**config.mk**
```make
export PLATFORM = sky130hd
export DESIGN_NAME = fpRounder
export DESIGN_NICKNAME = d
export VERILOG_FILES = /design/src/common/fpFormatPkg.sv /design/src/common/roundCtrlPkg.sv /design/src/rounder/roundDecide.sv /design/src/rounder/roundResult.sv /design/src/source/fpRounder.sv
export SDC_FILE = /design/constraint.sdc
export NUM_CORES = 1
export LEC_CHECK = 0
export ABC_AREA = 1
export BUFFER_PORTS_ARGS = -buffer_cell sky130_fd_sc_hd__buf_2
export CAP_MARGIN = 10
export CORE_MARGIN = 3
export CORE_UTILIZATION = 35
export CTS_BUF_LIST = sky130_fd_sc_hd__clkbuf_16
export CTS_CLUSTER_DIAMETER = 100
export DETAILED_ROUTE_END_ITERATION = 6
export HOLD_SLACK_MARGIN = 0.03
export PLACE_DENSITY = 0.67
export SYNTH_ARGS = -nofsm -noshare
export SYNTH_HDL_FRONTEND = slang
export SYNTH_HIERARCHICAL = 1
export SYNTH_SLANG_ARGS = --single-unit
```
**constraint.sdc**
```tcl
create_clock -name clk -period 2.8 [get_ports clk]
set_input_delay 0.56 -clock clk [delete_from_list [all_inputs] [get_ports clk]]
set_output_delay 0.56 -clock clk [all_outputs]
set_load 0.01 [all_outputs]
```
**src/common/fpFormatPkg.sv**
```systemverilog
// double and single only; single rides in the double fields and normFrac arrives MSB-aligned
`default_nettype none

package fpFormatPkg;

  //////////////////////////////////////////////////////////////////////
  // format widths
  //////////////////////////////////////////////////////////////////////

  localparam int expWidth      = 11;  // double exponent, single uses the same field
  localparam int fracWidth     = 52;  // double fraction
  localparam int fracWidthS    = 23;  // single fraction
  localparam int intWidth      = 64;  // integer result of a conversion
  localparam int normFracWidth = 72;  // normalized fraction from the normalizer

  // LSB position of each result inside normFrac
  // guard sits one bit below, round two bits below
  localparam int dblLsbPos = normFracWidth - fracWidth;   // 20
  localparam int sglLsbPos = normFracWidth - fracWidthS;  // 49
  localparam int intLsbPos = normFracWidth - intWidth;    // 8

  // single LSB inside the truncated double-width fraction
  localparam int sglIncPos = fracWidth - fracWidthS;      // 29

  //////////////////////////////////////////////////////////////////////
  // format types
  //////////////////////////////////////////////////////////////////////

  typedef enum logic {
    fmtSingle = 1'b0,
    fmtDouble = 1'b1
  } fmtT;

  typedef logic [expWidth-1:0]      expT;      // result exponent
  typedef logic [expWidth+1:0]      wideExpT;  // msb is sign, next is overflow
  typedef logic [expWidth:0]        cvtExpT;   // convert exponent with its sign bit
  typedef logic [fracWidth-1:0]     fracT;
  typedef logic [normFracWidth-1:0] normFracT;

endpackage

`default_nettype wire

```
**src/common/roundCtrlPkg.sv**
```systemverilog
// reserved rounding modes 5..7 are legal inputs and give no increment
`default_nettype none

package roundCtrlPkg;

  //////////////////////////////////////////////////////////////////////
  // rounding control
  //////////////////////////////////////////////////////////////////////

  // same encoding as the frm field
  typedef enum logic [2:0] {
    rne = 3'd0,  // nearest, ties to even
    rtz = 3'd1,  // toward zero
    rdn = 3'd2,  // toward minus infinity
    rup = 3'd3,  // toward plus infinity
    rmm = 3'd4   // nearest, ties away from zero
  } roundModeT;

  // which unit produced the operand being rounded
  typedef enum logic [1:0] {
    srcCvt = 2'd0,
    srcDiv = 2'd1,
    srcFma = 2'd2
  } resultSrcT;

endpackage

`default_nettype wire

```
**src/rounder/roundDecide.sv**
```systemverilog
// combinational only; integer results assume intWidth is wider than both fraction widths
`timescale 1ns/1ps
`default_nettype none

module roundDecide import fpFormatPkg::*, roundCtrlPkg::*; (
  input  fmtT       outFmt,           // double or single result
  input  roundModeT roundMode,
  input  resultSrcT resultSrc,
  input  logic      toInt,            // convert to integer
  input  logic      sign,             // normalized sign
  input  normFracT  normFrac,
  input  logic      fmaExpTop,        // fma exponent sign, set on deep underflow
  input  logic      fmaAddendSticky,
  input  logic      divSticky,
  input  logic      cvtUf,
  output logic      sticky,
  output logic      guard,
  output logic      roundBit,
  output logic      plus1,            // increment decision
  output logic      ufPlus1,          // increment at unbounded exponent, for the uf flag
  output logic      fracPlus1         // increment that reaches the fraction
);

  logic fmaOp;
  logic divOp;
  logic cvtOp;
  logic intRes;       // integer result of a conversion
  logic fpRes;
  logic isSingle;
  logic normSticky;   // sticky from the fraction bits alone
  logic lsbRes;       // lsb of the kept result
  logic calcPlus1;
  logic ufCalcPlus1;

  assign fmaOp = (resultSrc == srcFma);
  assign divOp = (resultSrc == srcDiv);
  assign cvtOp = (resultSrc == srcCvt);

  assign intRes   = toInt & cvtOp;
  assign fpRes    = ~intRes;
  assign isSingle = (outFmt == fmtSingle);

  //////////////////////////////////////////////////////////////////////
  // sticky
  //////////////////////////////////////////////////////////////////////

  //  | single |  double  |   int   |
  //           ^ band 1   ^ band 2  ^ band 3
  // each band starts at the round bit of the narrower result
  assign normSticky = ((|normFrac[sglLsbPos-2:dblLsbPos-1]) & fpRes & isSingle) |
                      ((|normFrac[dblLsbPos-2:intLsbPos-1]) & fpRes) |
                      (|normFrac[intLsbPos-2:0]);

  // fma shifts everything out on underflow, so the exponent sign is sticky too
  assign sticky = normSticky |
                  (fmaAddendSticky & fmaOp) |
                  (fmaExpTop & fmaOp) |
                  (divSticky & divOp) |
                  (cvtUf & cvtOp);

  //////////////////////////////////////////////////////////////////////
  // guard, round and lsb
  //////////////////////////////////////////////////////////////////////

  always_comb begin
    if (intRes) begin
      lsbRes   = normFrac[intLsbPos];
      guard    = normFrac[intLsbPos-1];
      roundBit = normFrac[intLsbPos-2];
    end else if (isSingle) begin
      lsbRes   = normFrac[sglLsbPos];
      guard    = normFrac[sglLsbPos-1];
      roundBit = normFrac[sglLsbPos-2];
    end else begin
      lsbRes   = normFrac[dblLsbPos];
      guard    = normFrac[dblLsbPos-1];
      roundBit = normFrac[dblLsbPos-2];
    end
  end

  //////////////////////////////////////////////////////////////////////
  // plus one decisions
  //////////////////////////////////////////////////////////////////////

  // ufCalcPlus1 looks one bit lower, round acts as guard
  always_comb begin
    case (roundMode)
      rne: begin
        calcPlus1   = guard & (roundBit | sticky | lsbRes);  // tie goes to even
        ufCalcPlus1 = roundBit & (sticky | guard);
      end
      rtz: begin
        calcPlus1   = 1'b0;
        ufCalcPlus1 = 1'b0;
      end
      rdn: begin
        calcPlus1   = sign;   // magnitude grows only when negative
        ufCalcPlus1 = sign;
      end
      rup: begin
        calcPlus1   = ~sign;
        ufCalcPlus1 = ~sign;
      end
      rmm: begin
        calcPlus1   = guard;  // tie away from zero
        ufCalcPlus1 = roundBit;
      end
      default: begin
        calcPlus1   = 1'b0;   // reserved mode
        ufCalcPlus1 = 1'b0;
      end
    endcase
  end

  // an exact result is never rounded
  assign plus1   = calcPlus1 & (sticky | roundBit | guard);
  assign ufPlus1 = ufCalcPlus1 & (sticky | roundBit);

  // integer results are rounded downstream, keep the fraction untouched
  assign fracPlus1 = plus1 & ~intRes;

endmodule

`default_nettype wire

```
**src/rounder/roundResult.sv**
```systemverilog
// single register stage, no back-pressure; a result shows for exactly one cycle
`timescale 1ns/1ps
`default_nettype none

module roundResult import fpFormatPkg::*, roundCtrlPkg::*; (
  input  logic      clk,
  input  logic      reset,
  input  logic      inValid,
  input  fmtT       outFmt,
  input  resultSrcT resultSrc,
  input  normFracT  normFrac,
  input  wideExpT   fmaExp,
  input  wideExpT   divExp,
  input  cvtExpT    cvtExp,
  input  logic      cvtSubnormUf,  // convert result subnormal or underflowed
  input  logic      cvtUf,         // convert result underflowed
  input  logic      sticky,
  input  logic      guard,
  input  logic      roundBit,
  input  logic      plus1,
  input  logic      ufPlus1,
  input  logic      fracPlus1,
  output logic      outValid,
  output expT       resExp,
  output wideExpT   fullExp,       // with sign and overflow bits
  output fracT      resFrac,
  output logic      stickyOut,
  output logic      guardOut,
  output logic      roundOut,
  output logic      plus1Out,
  output logic      ufPlus1Out
);

  wideExpT selExp;     // exponent of the chosen source
  fracT    truncFrac;  // top fraction bits, before the increment
  fracT    roundAdd;   // increment at the format lsb
  wideExpT sumExp;
  fracT    sumFrac;

  //////////////////////////////////////////////////////////////////////
  // exponent select
  //////////////////////////////////////////////////////////////////////

  always_comb begin
    case (resultSrc)
      srcFma: selExp = fmaExp;
      srcDiv: selExp = divExp;
      srcCvt: begin
        // subnormal convert result keeps a zero exponent
        if (cvtSubnormUf && !cvtUf) begin
          selExp = '0;
        end else begin
          selExp = {cvtExp[expWidth], cvtExp};  // sign extend
        end
      end
      default: selExp = '0;
    endcase
  end

  //////////////////////////////////////////////////////////////////////
  // increment and add
  //////////////////////////////////////////////////////////////////////

  always_comb begin
    roundAdd            = '0;
    roundAdd[0]         = fracPlus1 & (outFmt == fmtDouble);
    roundAdd[sglIncPos] = fracPlus1 & (outFmt == fmtSingle);  // single lsb
  end

  assign truncFrac = normFrac[normFracWidth-1 -: fracWidth];

  // fraction carry ripples straight into the exponent
  assign {sumExp, sumFrac} = {selExp, truncFrac} + {{(expWidth+2){1'b0}}, roundAdd};

  always_ff @(posedge clk) begin
    if (reset) begin
      outValid   <= 1'b0;
      resExp     <= '0;
      fullExp    <= '0;
      resFrac    <= '0;
      stickyOut  <= 1'b0;
      guardOut   <= 1'b0;
      roundOut   <= 1'b0;
      plus1Out   <= 1'b0;
      ufPlus1Out <= 1'b0;
    end else begin
      outValid   <= inValid;
      resExp     <= sumExp[expWidth-1:0];  // drop sign and overflow
      fullExp    <= sumExp;
      resFrac    <= sumFrac;
      stickyOut  <= sticky;                // flags go on for the flag logic
      guardOut   <= guard;
      roundOut   <= roundBit;
      plus1Out   <= plus1;
      ufPlus1Out <= ufPlus1;
    end
  end

endmodule

`default_nettype wire

```
**src/source/fpRounder.sv**
```systemverilog
// latency 1 cycle, one operation per cycle; outputs are lost if not taken that cycle
`timescale 1ns/1ps
`default_nettype none

module fpRounder import fpFormatPkg::*, roundCtrlPkg::*; (
  input  logic      clk,
  input  logic      reset,
  input  logic      inValid,
  input  fmtT       outFmt,
  input  roundModeT roundMode,
  input  resultSrcT resultSrc,
  input  logic      toInt,
  input  logic      sign,
  input  normFracT  normFrac,
  input  wideExpT   fmaExp,
  input  logic      fmaAddendSticky,
  input  wideExpT   divExp,
  input  logic      divSticky,
  input  cvtExpT    cvtExp,
  input  logic      cvtSubnormUf,
  input  logic      cvtUf,
  output logic      outValid,
  output expT       resExp,
  output wideExpT   fullExp,
  output fracT      resFrac,
  output logic      sticky,
  output logic      guard,
  output logic      roundBit,
  output logic      plus1,
  output logic      ufPlus1
);

  // decide to result, same cycle
  logic stickyC;
  logic guardC;
  logic roundC;
  logic plus1C;
  logic ufPlus1C;
  logic fracPlus1C;

  //////////////////////////////////////////////////////////////////////
  // rounding decision
  //////////////////////////////////////////////////////////////////////

  roundDecide u_roundDecide (
    .outFmt          (outFmt),
    .roundMode       (roundMode),
    .resultSrc       (resultSrc),
    .toInt           (toInt),
    .sign            (sign),
    .normFrac        (normFrac),
    .fmaExpTop       (fmaExp[expWidth+1]),  // exponent sign
    .fmaAddendSticky (fmaAddendSticky),
    .divSticky       (divSticky),
    .cvtUf           (cvtUf),
    .sticky          (stickyC),
    .guard           (guardC),
    .roundBit        (roundC),
    .plus1           (plus1C),
    .ufPlus1         (ufPlus1C),
    .fracPlus1       (fracPlus1C)
  );

  //////////////////////////////////////////////////////////////////////
  // result and output register
  //////////////////////////////////////////////////////////////////////

  roundResult u_roundResult (
    .clk          (clk),
    .reset        (reset),
    .inValid      (inValid),
    .outFmt       (outFmt),
    .resultSrc    (resultSrc),
    .normFrac     (normFrac),
    .fmaExp       (fmaExp),
    .divExp       (divExp),
    .cvtExp       (cvtExp),
    .cvtSubnormUf (cvtSubnormUf),
    .cvtUf        (cvtUf),
    .sticky       (stickyC),
    .guard        (guardC),
    .roundBit     (roundC),
    .plus1        (plus1C),
    .ufPlus1      (ufPlus1C),
    .fracPlus1    (fracPlus1C),
    .outValid     (outValid),
    .resExp       (resExp),
    .fullExp      (fullExp),
    .resFrac      (resFrac),
    .stickyOut    (sticky),
    .guardOut     (guard),
    .roundOut     (roundBit),
    .plus1Out     (plus1),
    .ufPlus1Out   (ufPlus1)
  );

endmodule

`default_nettype wire

```
Word-level counts from Yosys, hierarchy flattened:

Cells that the tools add are included.

* $add $sub $neg: 1
* equality and inequality tests: 5
* mux-type cells: 10
* bitwise gates (word level): 28
* reduce and logical (&&, ||, !) cells: 7

Operators by type and width (count)
* 65-bit by 30-bit adder with 65-bit output: 1
* 13-bit one-hot mux with 3 select lines: 1
* 29-bit OR reduction: 1
* 1-bit bitwise AND: 15
* 13-bit 2-to-1 mux: 1
* 12-bit OR reduction: 1
* 1-bit OR: 10
* 1-bit one-hot mux with 4 select lines: 2
* 7-bit OR reduction: 1
* 3-bit by 2-bit equality test with 1-bit output (second input constant): 2
* 1-bit 2-to-1 mux: 6
* 3-bit equality test (second input constant): 1
* 3-bit zero test: 1
* 1-bit NOT: 3
* 2-bit by 1-bit equality test with 1-bit output (second input constant): 1
* 2-bit equality test (second input constant): 1
* 2-bit zero test: 1
* 1-bit logical AND: 1
* 1-bit zero test: 1

* register bits after elaboration: 82
* output and inout bits: 82

Depth between registers and ports, before layout:

Gate-level depths: netlist of the first run.

* depth after elaboration: 19
* gate-level depth with buffers: 26
* gate-level depth less buffers: 26

Hierarchy:

Netlist of the first run, hierarchy kept.

By module, submodules not included
* roundResult: times used 1, cells each 652, area an instance 4175.3 sq um, sequential area each 1421.4 sq um
* roundDecide: times used 1, cells each 111, area an instance 459.2 sq um, sequential area each 0.0 sq um

Worst setup path before layout of the first run:

Ideal clock, no wire load.

* path type: in2reg
* start point: input port resultSrc[1]
* end point: register u_roundResult.resExp[8]
* arrival time: 2.620 ns
* required time: 2.685 ns
* slack: 0.065 ns
* stages: 24
* path buffers: 0
* cell sequence: inv_2 nand3_4 inv_2 nand2_1 nand2_2 nand2_1 nand4_1 nand2_1 nor2_1 nand2_1 inv_1 ha_1 ha_1 nand2_2 nor2_4 nand2_2 nor2_4 nand2_2 nand2_4 nand2_4 nor2_2 nand3_1 nand2_1 nor2_1

* elaborated cells on any way between the ends: 32

RTL lines
* start, declared: line fpRounder.sv:11 `input resultSrcT resultSrc,`
* 2-bit zero test *: line roundDecide.sv:37 `assign cvtOp = (resultSrc == srcCvt);`
* 1-bit bitwise AND *: line roundDecide.sv:39 `assign intRes = toInt & cvtOp;`
* 1-bit 2-to-1 mux *: line roundDecide.sv:66 `if (intRes) begin`
* named net guardC: line fpRounder.sv:35 `logic guardC;`
* 1-bit bitwise AND: line roundDecide.sv:89 `calcPlus1 = guard & (roundBit | sticky | lsbRes);`
* 1-bit one-hot mux with 4 select lines: line roundDecide.sv:87 `case (roundMode)`
* 1-bit bitwise AND *: line roundDecide.sv:116 `assign plus1 = calcPlus1 & (sticky | roundBit | guard);`
* 1-bit bitwise AND *: line roundDecide.sv:120 `assign fracPlus1 = plus1 & ~intRes;`
* named net fracPlus1C: line fpRounder.sv:39 `logic fracPlus1C;`
* 1-bit bitwise AND (on tied branches): line roundResult.sv:66, roundResult.sv:67
* 65-bit by 30-bit adder with 65-bit output *: line roundResult.sv:73 `assign {sumExp, sumFrac} = {selExp, truncFrac} + {{(expWidth+2){1'b0}}, roundAdd};`
* end signal, assigned: line roundResult.sv:88 `resExp <= sumExp[expWidth-1:0];`
* end, declared: line roundResult.sv:24 `output expT resExp,`

The timed path passes the listed nets; every way through them passes the cells marked *.
A chain may end at the register's enable or synchronous reset.

Worst setup path in the final report of the first run:

* start point: input port resultSrc[0]
* end point: register u_roundResult.resFrac[48]

* longest elaborated chain between the ends: 19
* elaborated cells on any way between the ends: 31

Ends and longest elaborated chain
* 2-bit zero test: line roundDecide.sv:37
* 1-bit bitwise AND: line roundDecide.sv:39
* 1-bit NOT: line roundDecide.sv:40, roundDecide.sv:120
* 1-bit bitwise AND (2 in a row): line roundDecide.sv:50 `assign normSticky = ((|normFrac[sglLsbPos-2:dblLsbPos-1]) & fpRes & isSingle) |`
* 1-bit OR: line roundDecide.sv:50
* 1-bit OR: line roundDecide.sv:51 `((|normFrac[dblLsbPos-2:intLsbPos-1]) & fpRes) |`
* 1-bit OR: line roundDecide.sv:55 `assign sticky = normSticky |`
* 1-bit OR: line roundDecide.sv:56 `(fmaAddendSticky & fmaOp) |`
* (+3 left out)
* 1-bit OR: line roundDecide.sv:89
* 1-bit bitwise AND: line roundDecide.sv:89
* 1-bit one-hot mux with 4 select lines: line roundDecide.sv:87
* 1-bit bitwise AND: line roundDecide.sv:116
* 1-bit bitwise AND *: line roundDecide.sv:120
* named net fracPlus1C: line fpRounder.sv:39
* 1-bit bitwise AND (on tied branches): line roundResult.sv:66, roundResult.sv:67
* 65-bit by 30-bit adder with 65-bit output *: line roundResult.sv:73
* end signal, assigned: line roundResult.sv:90 `resFrac <= sumFrac;`
* end, declared: line roundResult.sv:26 `output fracT resFrac,`

Marked as above.

==> metrics.md, run 1 <==
| Metric | Value |
|---|---|
| Vias in the first global route | 5125 |
| Chip Height | about 120 µm |
| GRT overflow | 0 |
| Largest net degree at the start of global routing | 30 |
| First-pass GRT wire length | 24.6 mm |
| DRC | 0 |
| Layout Cells excl Fill | roughly 1200 |
| Top_reg_cell synth | dfxtp_1 |
| Initial core utilization | 0.363 |
| Initial antenna violation count | 0 |
| Leak | 3.68 nW |
| Synthesized cell area | 4630 µm² |
| Net Count, Synth | roughly 890 |
| CP most frequent cell | nand2_1 |
| PD cells | between 400 and 500 nW/µm² |
| Final setup viols | 0 |
| Crit path kind | in -> reg |
| Distinct cells, synth | 37 |
| Crit-path max FO | 7 |
| # rows | 41 |
| CTS Hold Bufs | 0 |
| Post-synth EDFFs | 0 |
| Pins Over Slew Limit | 0 |
| TritonRoute pass-1 iters | 5 |
| WP data required | 3.03 ns |
| Slew margin rel. | 0.464 |
| Clock sinks | 71 |
| F_max | 0.375 GHz |
| Critical path's slowest cell | nor2_8 |
| Num CTS Buffers | 9 |
| Syn avg cell area | roughly 6 µm² |
| Core area | 12800 µm² |
| Post-Route WL | 16.1 mm |
| Placer Congestion | approximately 0.9 |
| Die W | 121 µm |
| Hold slack final | 0.420 ns |
| Ys Warns | 6 |
| IO buf count | 206 |
| Post-route ant nets | 0 |
| Maxcap violations | 0 |
| H-tree levels | 3 |
| Post-synthesis sequential area ratio | 0.307 |
| Worst EP arrival | around 2.9 ns |
| Placed insts | between 1000 and 1500 |
| Most frequent cells in the layout | nand2_1 (195), buf_2 (194), nor2_1 (126) |
| RSZ-0062 raised after global routing | yes |
| CP endpoint kind | flip-flop |
| Min cycle time layout | 2.67 ns |
| Worst setup SP type | input pin |
| Area Growth Syn to Fin | 52.1% |
| Longest Clk Path Bufs | 2 |
| Yosys reg bits | between 70 and 80 |
| WL/cell | 13.2 µm |
| Root Driver | clkbuf_16 |
| Via count | 5679 |
| Die Area | 14700 µm² |
| Final #Nets | 1175 |
| Post-DP HPWL | 13.1 mm |
| Crit path cell chain | buf_4 > inv_4 > nand3_4 > buf_6 > buf_4 > nand3_2 > nand4_1 > nand2_1 > nor2_2 > nand2_1 > inv_2 > ha_4 > ha_4 > nand2_4 > nor2_4 > nand2_2 > nor2_4 > nand2_2 > nand2_4 > nand2_8 > nor2_8 > nand2_1 > and3_1 |
| All-Layer GR Usage | 0.211 |
| DR vias/cell | 4.64 |
| Layout cells sized above 1 | 0.386 |
| Maximum VDD drop | 0.000258 V |
| Max incr delay on CP | 0.16 ns |
| DR iter-0 viols | 447 |
| Final hold violations | 0 |
| TritonCTS clock tree | done |
| Top Ports | ~210 |
| Synth Instances | roughly 760 |
| Total power | 2.90 mW |
| Period utilization | 0.954 |
| CTS clock-pin slew for the worst setup and hold paths | 0.06 ns |
| Actual slew at the worst max-slew pin | approximately 0.8 ns |
| Worst hold path type | in -> reg |
| Total negative setup slack | 0 ns |
| Status | completed |
| Commonest non-fill, non-tap cell in the layout | nand2_1 |
| Ys async rst share | 0 |
| Ant diodes | 0 |
## cells by family (layout without fill, tap and decap cells)
logic type | count (synthesis) | in the layout | synth area share
AO/OA/AOI/OAI | 66 | 66 | 0.0748
XOR/XNOR | 15 | 15 | 0.0283
adder cells (fa/ha/maj) | 3 | 3 | 0.00810
buffers and inverters | 125 | 414 | 0.119
flip-flops | 71 | 71 | 0.307
AND/OR/NAND/NOR | 483 | 483 | 0.463
## power by group
group	internal, mW	switching (mW)
Clock	0.772	0.432
Sequential	1.07	0.0173
Combinational	0.265	0.347
## registers in the layout, indices dropped and copies added (netlist names)
register	count
u_roundResult/fullExp	3
u_roundResult/guardOut	1
u_roundResult/outValid	1
u_roundResult/plus1Out	1
u_roundResult/resExp	10
u_roundResult/resFrac	52
u_roundResult/roundOut	1
u_roundResult/stickyOut	1
u_roundResult/ufPlus1Out	1
## worst max-delay path: cells and delay by family
kind,cells,cell delay [ns]
adders and majority gates,2,0.29
buffers and inverters,5,0.41
and+or+nand+nor,16,1.64
## Yosys cell counts (4+ instances only)
cell / n / area, µm²
nand2_1: 205 / 769
nor2_1: 144 / 541
inv_1: 96 / 360
dfxtp_1: 71 / 1420
nand3_1: 59 / 295
a21oi_1: 34 / 170
o21ai_0: 25 / 125
nor3_1: 23 / 115
buf_4: 13 / 97.6
nand2_2: 12 / 75.1
nand4_1: 10 / 62.6
nor2_2: 9 / 56.3
xor2_1: 9 / 78.8
clkbuf_1: 6 / 22.5
xnor2_1: 6 / 52.6
nor2_4: 5 / 56.3
inv_2: 4 / 15.0
## worst paths after layout
path	cells past startpoint	to	slack, ns	start
max	23	u_roundResult/resFrac[48]	0.13	resultSrc[0]
min	3	u_roundResult/outValid	0.42	inValid
## timing repair
action                     CTS  global route
pin swaps                    0            50
resized for setup            2            88
buffers inserted             0             7
setup endpoints to repair    2            45
## stage by stage
step                 util  worst slack, ns  instance area (µm²)
finish              0.552            0.130                 7050
global route        0.552          -0.0582                 7050
CTS                 0.523           0.0188                 6680
detailed placement  0.498           -0.383                 6360
global placement    0.498           -0.353                 6360
floorplan               -           0.0651                 4630
## layout make-up
cell class	count	area, µm²
Multi-Input combinational cell	567	2900
Sequential cell	71	1420
Inverter	103	412
Clock inverter	7	88.8
Fill cell	1299	5720
Clock buffer	9	225
Timing Repair Buffer	295	1790
Tap cell	172	215
## routing by layer
metal / part of all wire / wire length [µm] / vias up / global-route usage
li1: - / - / 2944 / -
met1: 0.44 / 7150 / 2498 / 0.287
met2: 0.47 / 7550 / 221 / 0.344
met3: 0.073 / 1170 / 16 / 0.0308
met4: 0.014 / 229 / 0 / 0.0659
met5: 0 / 0 / - / 0
No activity file was read; power rests on OpenSTA's default activity.
==> run 2: changes to the inputs <==
SYNTH_HIERARCHICAL = default   (was 1)
==> metrics.md, run 2 <==
| Metric | Value |
|---|---|
| Status | completed |
| Synthesized cell area | 4540 µm² |
| Worst setup SP type | input pin |
| DR vias/cell | 4.83 |
| List of most frequent post-synthesis cells | nand2_1 (163), nor2_1 (132), dfxtp_1 (71) |
| Post-DP HPWL | 12.8 mm |
| CP endpoint kind | flip-flop |
| Flop pwr share | 0.383 |
| PD cells | a little over 400 nW/µm² |
| IO buf count | 206 |
| Ys Warns | 0 |
| Via count | 5608 |
| Slew margin rel. | 0.578 |
| Syn avg cell area | 6.51 µm² |
| DP Area | 6270 µm² |
| Placer Congestion | 0.933 |
| Distinct cells, synth | 45 |
| Clock sinks | 71 |
| Yosys reg bits | 71 |
| Critical path's slowest cell | ha_4 |
| Final #Nets | roughly 1100 |
| TritonCTS clock tree | done |
| Die W | 120 µm |
| Initial core utilization | 0.367 |
| Most frequent cells in the layout | buf_2 (202), nand2_1 (151), nor2_1 (114) |
| Layout Cells excl Fill | between 1000 and 1500 |
| Hold slack final | 0.425 ns |
| Top-count cell post-synth | nand2_1 |
| CP delay by family, top | simple AND/OR/NAND/NOR gates |
| Worst EP arrival | 2.98 ns |
| Worst hold path type | in -> reg |
| Commonest non-fill, non-tap cell in the layout | buf_2 |
| Pins Over Slew Limit | 0 |
| Share of the synthesized area in the top cell type | 0.313 |
| Largest area contributor in the netlist | dfxtp_1 |
| CTS clock-pin slew for the worst setup and hold paths | roughly 0.060 ns |
| DRC | 0 |
| Synth Instances | 697 |
| Crit path kind | in -> reg |
| RSZ-0062 raised after global routing | yes |
| Most flops, register | u_roundResult.resFrac |
| Crit-path max FO | 7 |
| Min cycle time layout | between 2 and 3 ns |
| GRT overflow | 0 |
| DR iter-0 viols | 372 |
| Post-route ant nets | 0 |
| Top Registers | u_roundResult.resFrac (52), u_roundResult.fullExp (13) |
| Filler Cell Count | 1207 |
| Root Driver | clkbuf_16 |
| Actual slew at the worst max-slew pin | 0.628 ns |
| Ys async rst share | 0 |
| Post-synth EDFFs | 0 |
| Top Ports | 207 |
| Chip Height | 120 µm |
| Net Count, Synth | just over 800 |
| Maxcap violations | 0 |
| Final setup viols | 0 |
| Leak | 3.53 nW |
| Multi-input logic area | 3000 µm² |
| WP data required | 3.03 ns |
| Internal power | between 2 and 2.5 mW |
| Sequential cell area | 1420 µm² |
| Clk pwr share | 0.399 |
| First-pass GRT wire length | 25.0 mm |
| Die Area | 14400 µm² |
| Sw Share | 0.290 |
| All-Layer GR Usage | 0.217 |
| Vias in the first global route | between 5000 and 6000 |
| WL/cell | ~14 µm |
| H-tree levels | 3 |
| Post-Route WL | approximately 16 mm |
| TritonRoute pass-1 iters | 5 |
| Buffers & Inverters on Critical Path | 1 |
| Longest Clk Path Bufs | 2 |
| Post-synthesis sequential area ratio | 0.313 |
| Final hold violations | 0 |
| Num CTS Buffers | 9 |
| Max reg flops | 52 |
| # rows | 40 |
| Placed insts | 1133 |
| Main area contributors after synthesis | dfxtp_1 (31%), nand2_1 (13%), nor2_1 (11%) |
| Psw | between 800 and 900 µW |
| Crit path cell chain | buf_2 > nor2_1 > nand4_1 > nor2_1 > nand2_1 > nand3_2 > nand3_2 > nand2_2 > nand2_2 > nand2_4 > nor2_4 > ha_4 > nand2_4 > nor2_2 > nand2_1 > nor2_1 > nand2_1 > nand2_2 > nand2_4 > nor2_4 > nand3_2 > nand2_1 > nor2_1 |
| Combinational power share | 0.218 |
| Maximum VDD drop | 0.000262 V |
| Fin area | 6960 µm² |
| Largest net degree at the start of global routing | 43 |
| Layout cells sized above 1 | 0.432 |
| Core area | 12400 µm² |
| F_max | 0.364 GHz |
| Max incr delay on CP | 0.29 ns |
| Area Growth Syn to Fin | 53.4% |
| Period utilization | 0.982 |
| Top_reg_cell synth | dfxtp_1 |
| Initial antenna violation count | 1 |
run 2: cell type report:
cell class / count / share of cell area
flip-flops and latches: 71 / 0.204
repair buffers: 301 / 0.255
well taps: 168 / 0.0302
clock inverters: 7 / 0.00899
diodes: 1 / 0.000360
clock buffers: 9 / 0.0324
inverters: 70 / 0.0378
multi-input cells: 535 / 0.431
run 2: final timing paths:
check	endpoint	slack [ns]	start	depth (start not counted)
max	u_roundResult.resFrac[50]	0.05	normFrac[40]	23
min	u_roundResult.outValid	0.42	inValid	3
run 2: cell families after synthesis:
family / share of synthesized area
AO/OA/AOI/OAI: 0.104
AND/OR/NAND/NOR: 0.467
adder cells (fa/ha/maj): 0.00827
flip-flops: 0.313
XOR/XNOR: 0.0174
buffers and inverters: 0.0902
run 2: stage by stage:
step	setup WS [ns]	utilization	power (mW)	TNS [ns]
global placement	-0.396	0.507	1.69	-11.74
floorplan	-0.0576	-	1.39	-0.207
finish	0.0491	0.563	2.84	0
global route	-0.146	0.563	2.97	-1.72
detailed placement	-0.426	0.507	1.69	-13.78
CTS	-0.00258	0.536	2.83	-0.00258
run 2: metal layers:
layer,track usage,part of all wire,vias to the layer above
met1,0.271,0.42,2490
met3,0.0401,0.072,23
li1,-,-,2823
met5,0,0,-
met4,0.0687,0.018,0
met2,0.377,0.49,272
run 2: timing repair:
action,in CTS,in global routing
hold buffers,0,0
pin swaps,12,52
setup endpoints to repair,13,48
setup buffers,5,7
resized for setup,9,71
run 2: power groups by stage:
stage | registers, mW | logic (mW) | clock network [mW]
finish | 1.09 | 0.621 | 1.14
global route | 1.09 | 0.684 | 1.19
CTS | 1.09 | 0.588 | 1.15
detailed placement | 1.11 | 0.579 | 0
global placement | 1.11 | 0.577 | 0
floorplan | 1.14 | 0.249 | 0
==> run 3: changes to the inputs <==
CORE_MARGIN = 2   (was 3)
==> metrics.md, run 3 (same netlist as run 2, synthesis figures left out) <==
| Metric | Value |
|---|---|
| Status | completed |
| Most flops, register | u_roundResult.resFrac |
| CP endpoint kind | flip-flop |
| Largest net degree at the start of global routing | 43 |
| DR vias/cell | approximately 4.8 |
| Maximum VDD drop | 0.000306 V |
| Commonest non-fill, non-tap cell in the layout | buf_2 |
| F_max | approximately 0.36 GHz |
| Longest Clk Path Bufs | 2 |
| Ant diodes | 0 |
| Total power | 2.73 mW |
| Placer Congestion | 0.898 |
| TritonCTS clock tree | done |
| Crit path launch | resultSrc[0] |
| Initial core utilization | 0.360 |
| Fin area | 6940 µm² |
| Final setup margin | 0.0584 ns |
| DRC | 0 |
| Max reg flops | 52 |
| Met2 WL | 7.77 mm |
| RSZ-0062 raised after global routing | yes |
| Post-Route WL | 15.8 mm |
| CP endpoint | u_roundResult.resFrac[18] |
| IO buf count | around 210 |
| Pins Over Slew Limit | 0 |
| Most frequent cells in the layout | buf_2 (203), nand2_1 (151), nor2_1 (117) |
| Combinational power share | 0.227 |
| CTS Hold Bufs | 0 |
| Num CTS Buffers | 9 |
| Worst EP arrival | 2.95 ns |
| Actual slew at the worst max-slew pin | between 0.6 and 0.7 ns |
| Chip Height | roughly 120 µm |
| Worst hold path type | in -> reg |
| Slew margin rel. | 0.590 |
| Crit path cell chain | buf_2 > nor2_4 > nand2_4 > o211ai_1 > o21ai_1 > a31o_1 > nand2_2 > nand2_4 > nor2_4 > ha_4 > nand2_4 > nor2_4 > nand2_4 > nor2_4 > nand2_2 > nor3_4 > buf_4 > nand2_1 > nor3b_1 |
| Top Registers | u_roundResult.resFrac (52), u_roundResult.fullExp (13) |
| Min cycle time layout | 2.74 ns |
| Final hold violations | 0 |
| H-tree levels | 3 |
| Flop pwr share | 0.398 |
| Die W | between 100 and 150 µm |
| Total negative setup slack | 0 ns |
| GRT overflow | 0 |
| Crit-path max FO | 7 |
| Leak | approximately 3.5 nW |
| Psw | 809 µW |
| Initial antenna violation count | 0 |
| Final setup viols | 0 |
| Layout cells sized above 1 | 0.428 |
| PD cells | 394 nW/µm² |
| TritonRoute pass-1 iters | 5 |
| Post-DP HPWL | 12.4 mm |
| Period utilization | 0.979 |
| DR iter-0 viols | 322 |
| Clock sinks | roughly 70 |
| Root Driver | clkbuf_16 |
| WL/cell | 13.5 µm |
| Met1 wire length | roughly 6.7 mm |
| All-Layer GR Usage | 0.215 |
| Internal power | 1.92 mW |
| Maxcap violations | 0 |
| Met3 wire length | 1.02 mm |
| First-pass GRT wire length | 23.9 mm |
| CTS clock-pin slew for the worst setup and hold paths | 0.06 ns |
| Sw Share | 0.296 |
| Vias in the first global route | approximately 5200 |
| DR top layer | met4 |
| Core area | 12600 µm² |
| Post-route ant nets | 0 |
| Area Growth Syn to Fin | 52.9% |
| Worst setup SP type | input pin |
| Final #Nets | 1117 |
| Max incr delay on CP | 0.24 ns |
| Clk pwr share | 0.374 |
| Via count | 5538 |
| Die Area | 13900 µm² |
| Top Ports | 207 |
| # rows | 41 |
| Pre-CTS setup slack | -0.410 ns |
| WP data required | 3.01 ns |
| Hold slack final | around 0.42 ns |
| Crit path kind | in -> reg |
| DP Area | ~6300 µm² |
| Critical path's slowest cell | nor3_4 |
==> run 3: cell count changes in the layout (fill, tap and decap cells not counted), moves of 2 or more <==
cell,delta
inv_1,+2
o21ai_0,+2
inv_2,-2
buf_6,+2
buf_4,-2
o21ai_1,-2
nor2_1,+3
nor2_2,-3
==> run 3: timing repair <==
item	in CTS	in global routing
pin swaps	2	39
resized for setup	4	73
buffers inserted	1	12
gates cloned	0	0
endpoints found under the setup margin	14	47
==> run 3: layer usage <==
layer,track usage,up-vias
met2,0.374,209
met1,0.262,2483
met5,0,-
li1,-,2822
met4,0.0806,0
met3,0.0431,24
==> run 3: stage by stage <==
step / cells / util
after global placement: 1137 / 0.497
after floorplan: 697 / -
after global routing: 1165 / 0.550
after detailed placement: 1137 / 0.497
after CTS: 1153 / 0.519
final: 1165 / 0.550
==> run 3: how the worst min path moves through the flow <==
stage,start,end,slack [ns],cells after the start
5_1_grt,normFrac[60],u_roundResult.resFrac[40],0.44,2
6_report,inValid,u_roundResult.outValid,0.42,3
2_1_floorplan,normFrac[50],u_roundResult.resFrac[30],0.65,1
3_3_place_gp,inValid,u_roundResult.outValid,0.76,3
3_5_place_dp,inValid,u_roundResult.outValid,0.77,3
4_1_cts,inValid,u_roundResult.outValid,0.41,3
==> run 3: layout make-up <==
class                           count  area, µm²
Fill cell                        1302       5680
Multi-Input combinational cell    535       2990
Timing Repair Buffer              302       1790
Sequential cell                    71       1420
Inverter                           70        265
Clock buffer                        9        225
Tap cell                          172        215
Clock inverter                      6       30.0
==> run 3: worst max-delay path, delay by kind of cell <==
family	cells	cell delay (ns)
buffers and inverters	2	0.29
and+or+nand+nor	13	1.46
adders and majority gates	1	0.17
AOI/OAI and AO/OA	3	0.47
==> run 3: power groups by stage <==
| stage | clock (mW) | sequential, mW | combinational [mW] |
|---|---|---|---|
| global placement | 0 | 1.11 | 0.577 |
| detailed placement | 0 | 1.11 | 0.579 |
| floorplan | 0 | 1.14 | 0.249 |
| global route | 1.08 | 1.09 | 0.681 |
| finish | 1.02 | 1.09 | 0.620 |
| CTS | 1.04 | 1.09 | 0.583 |
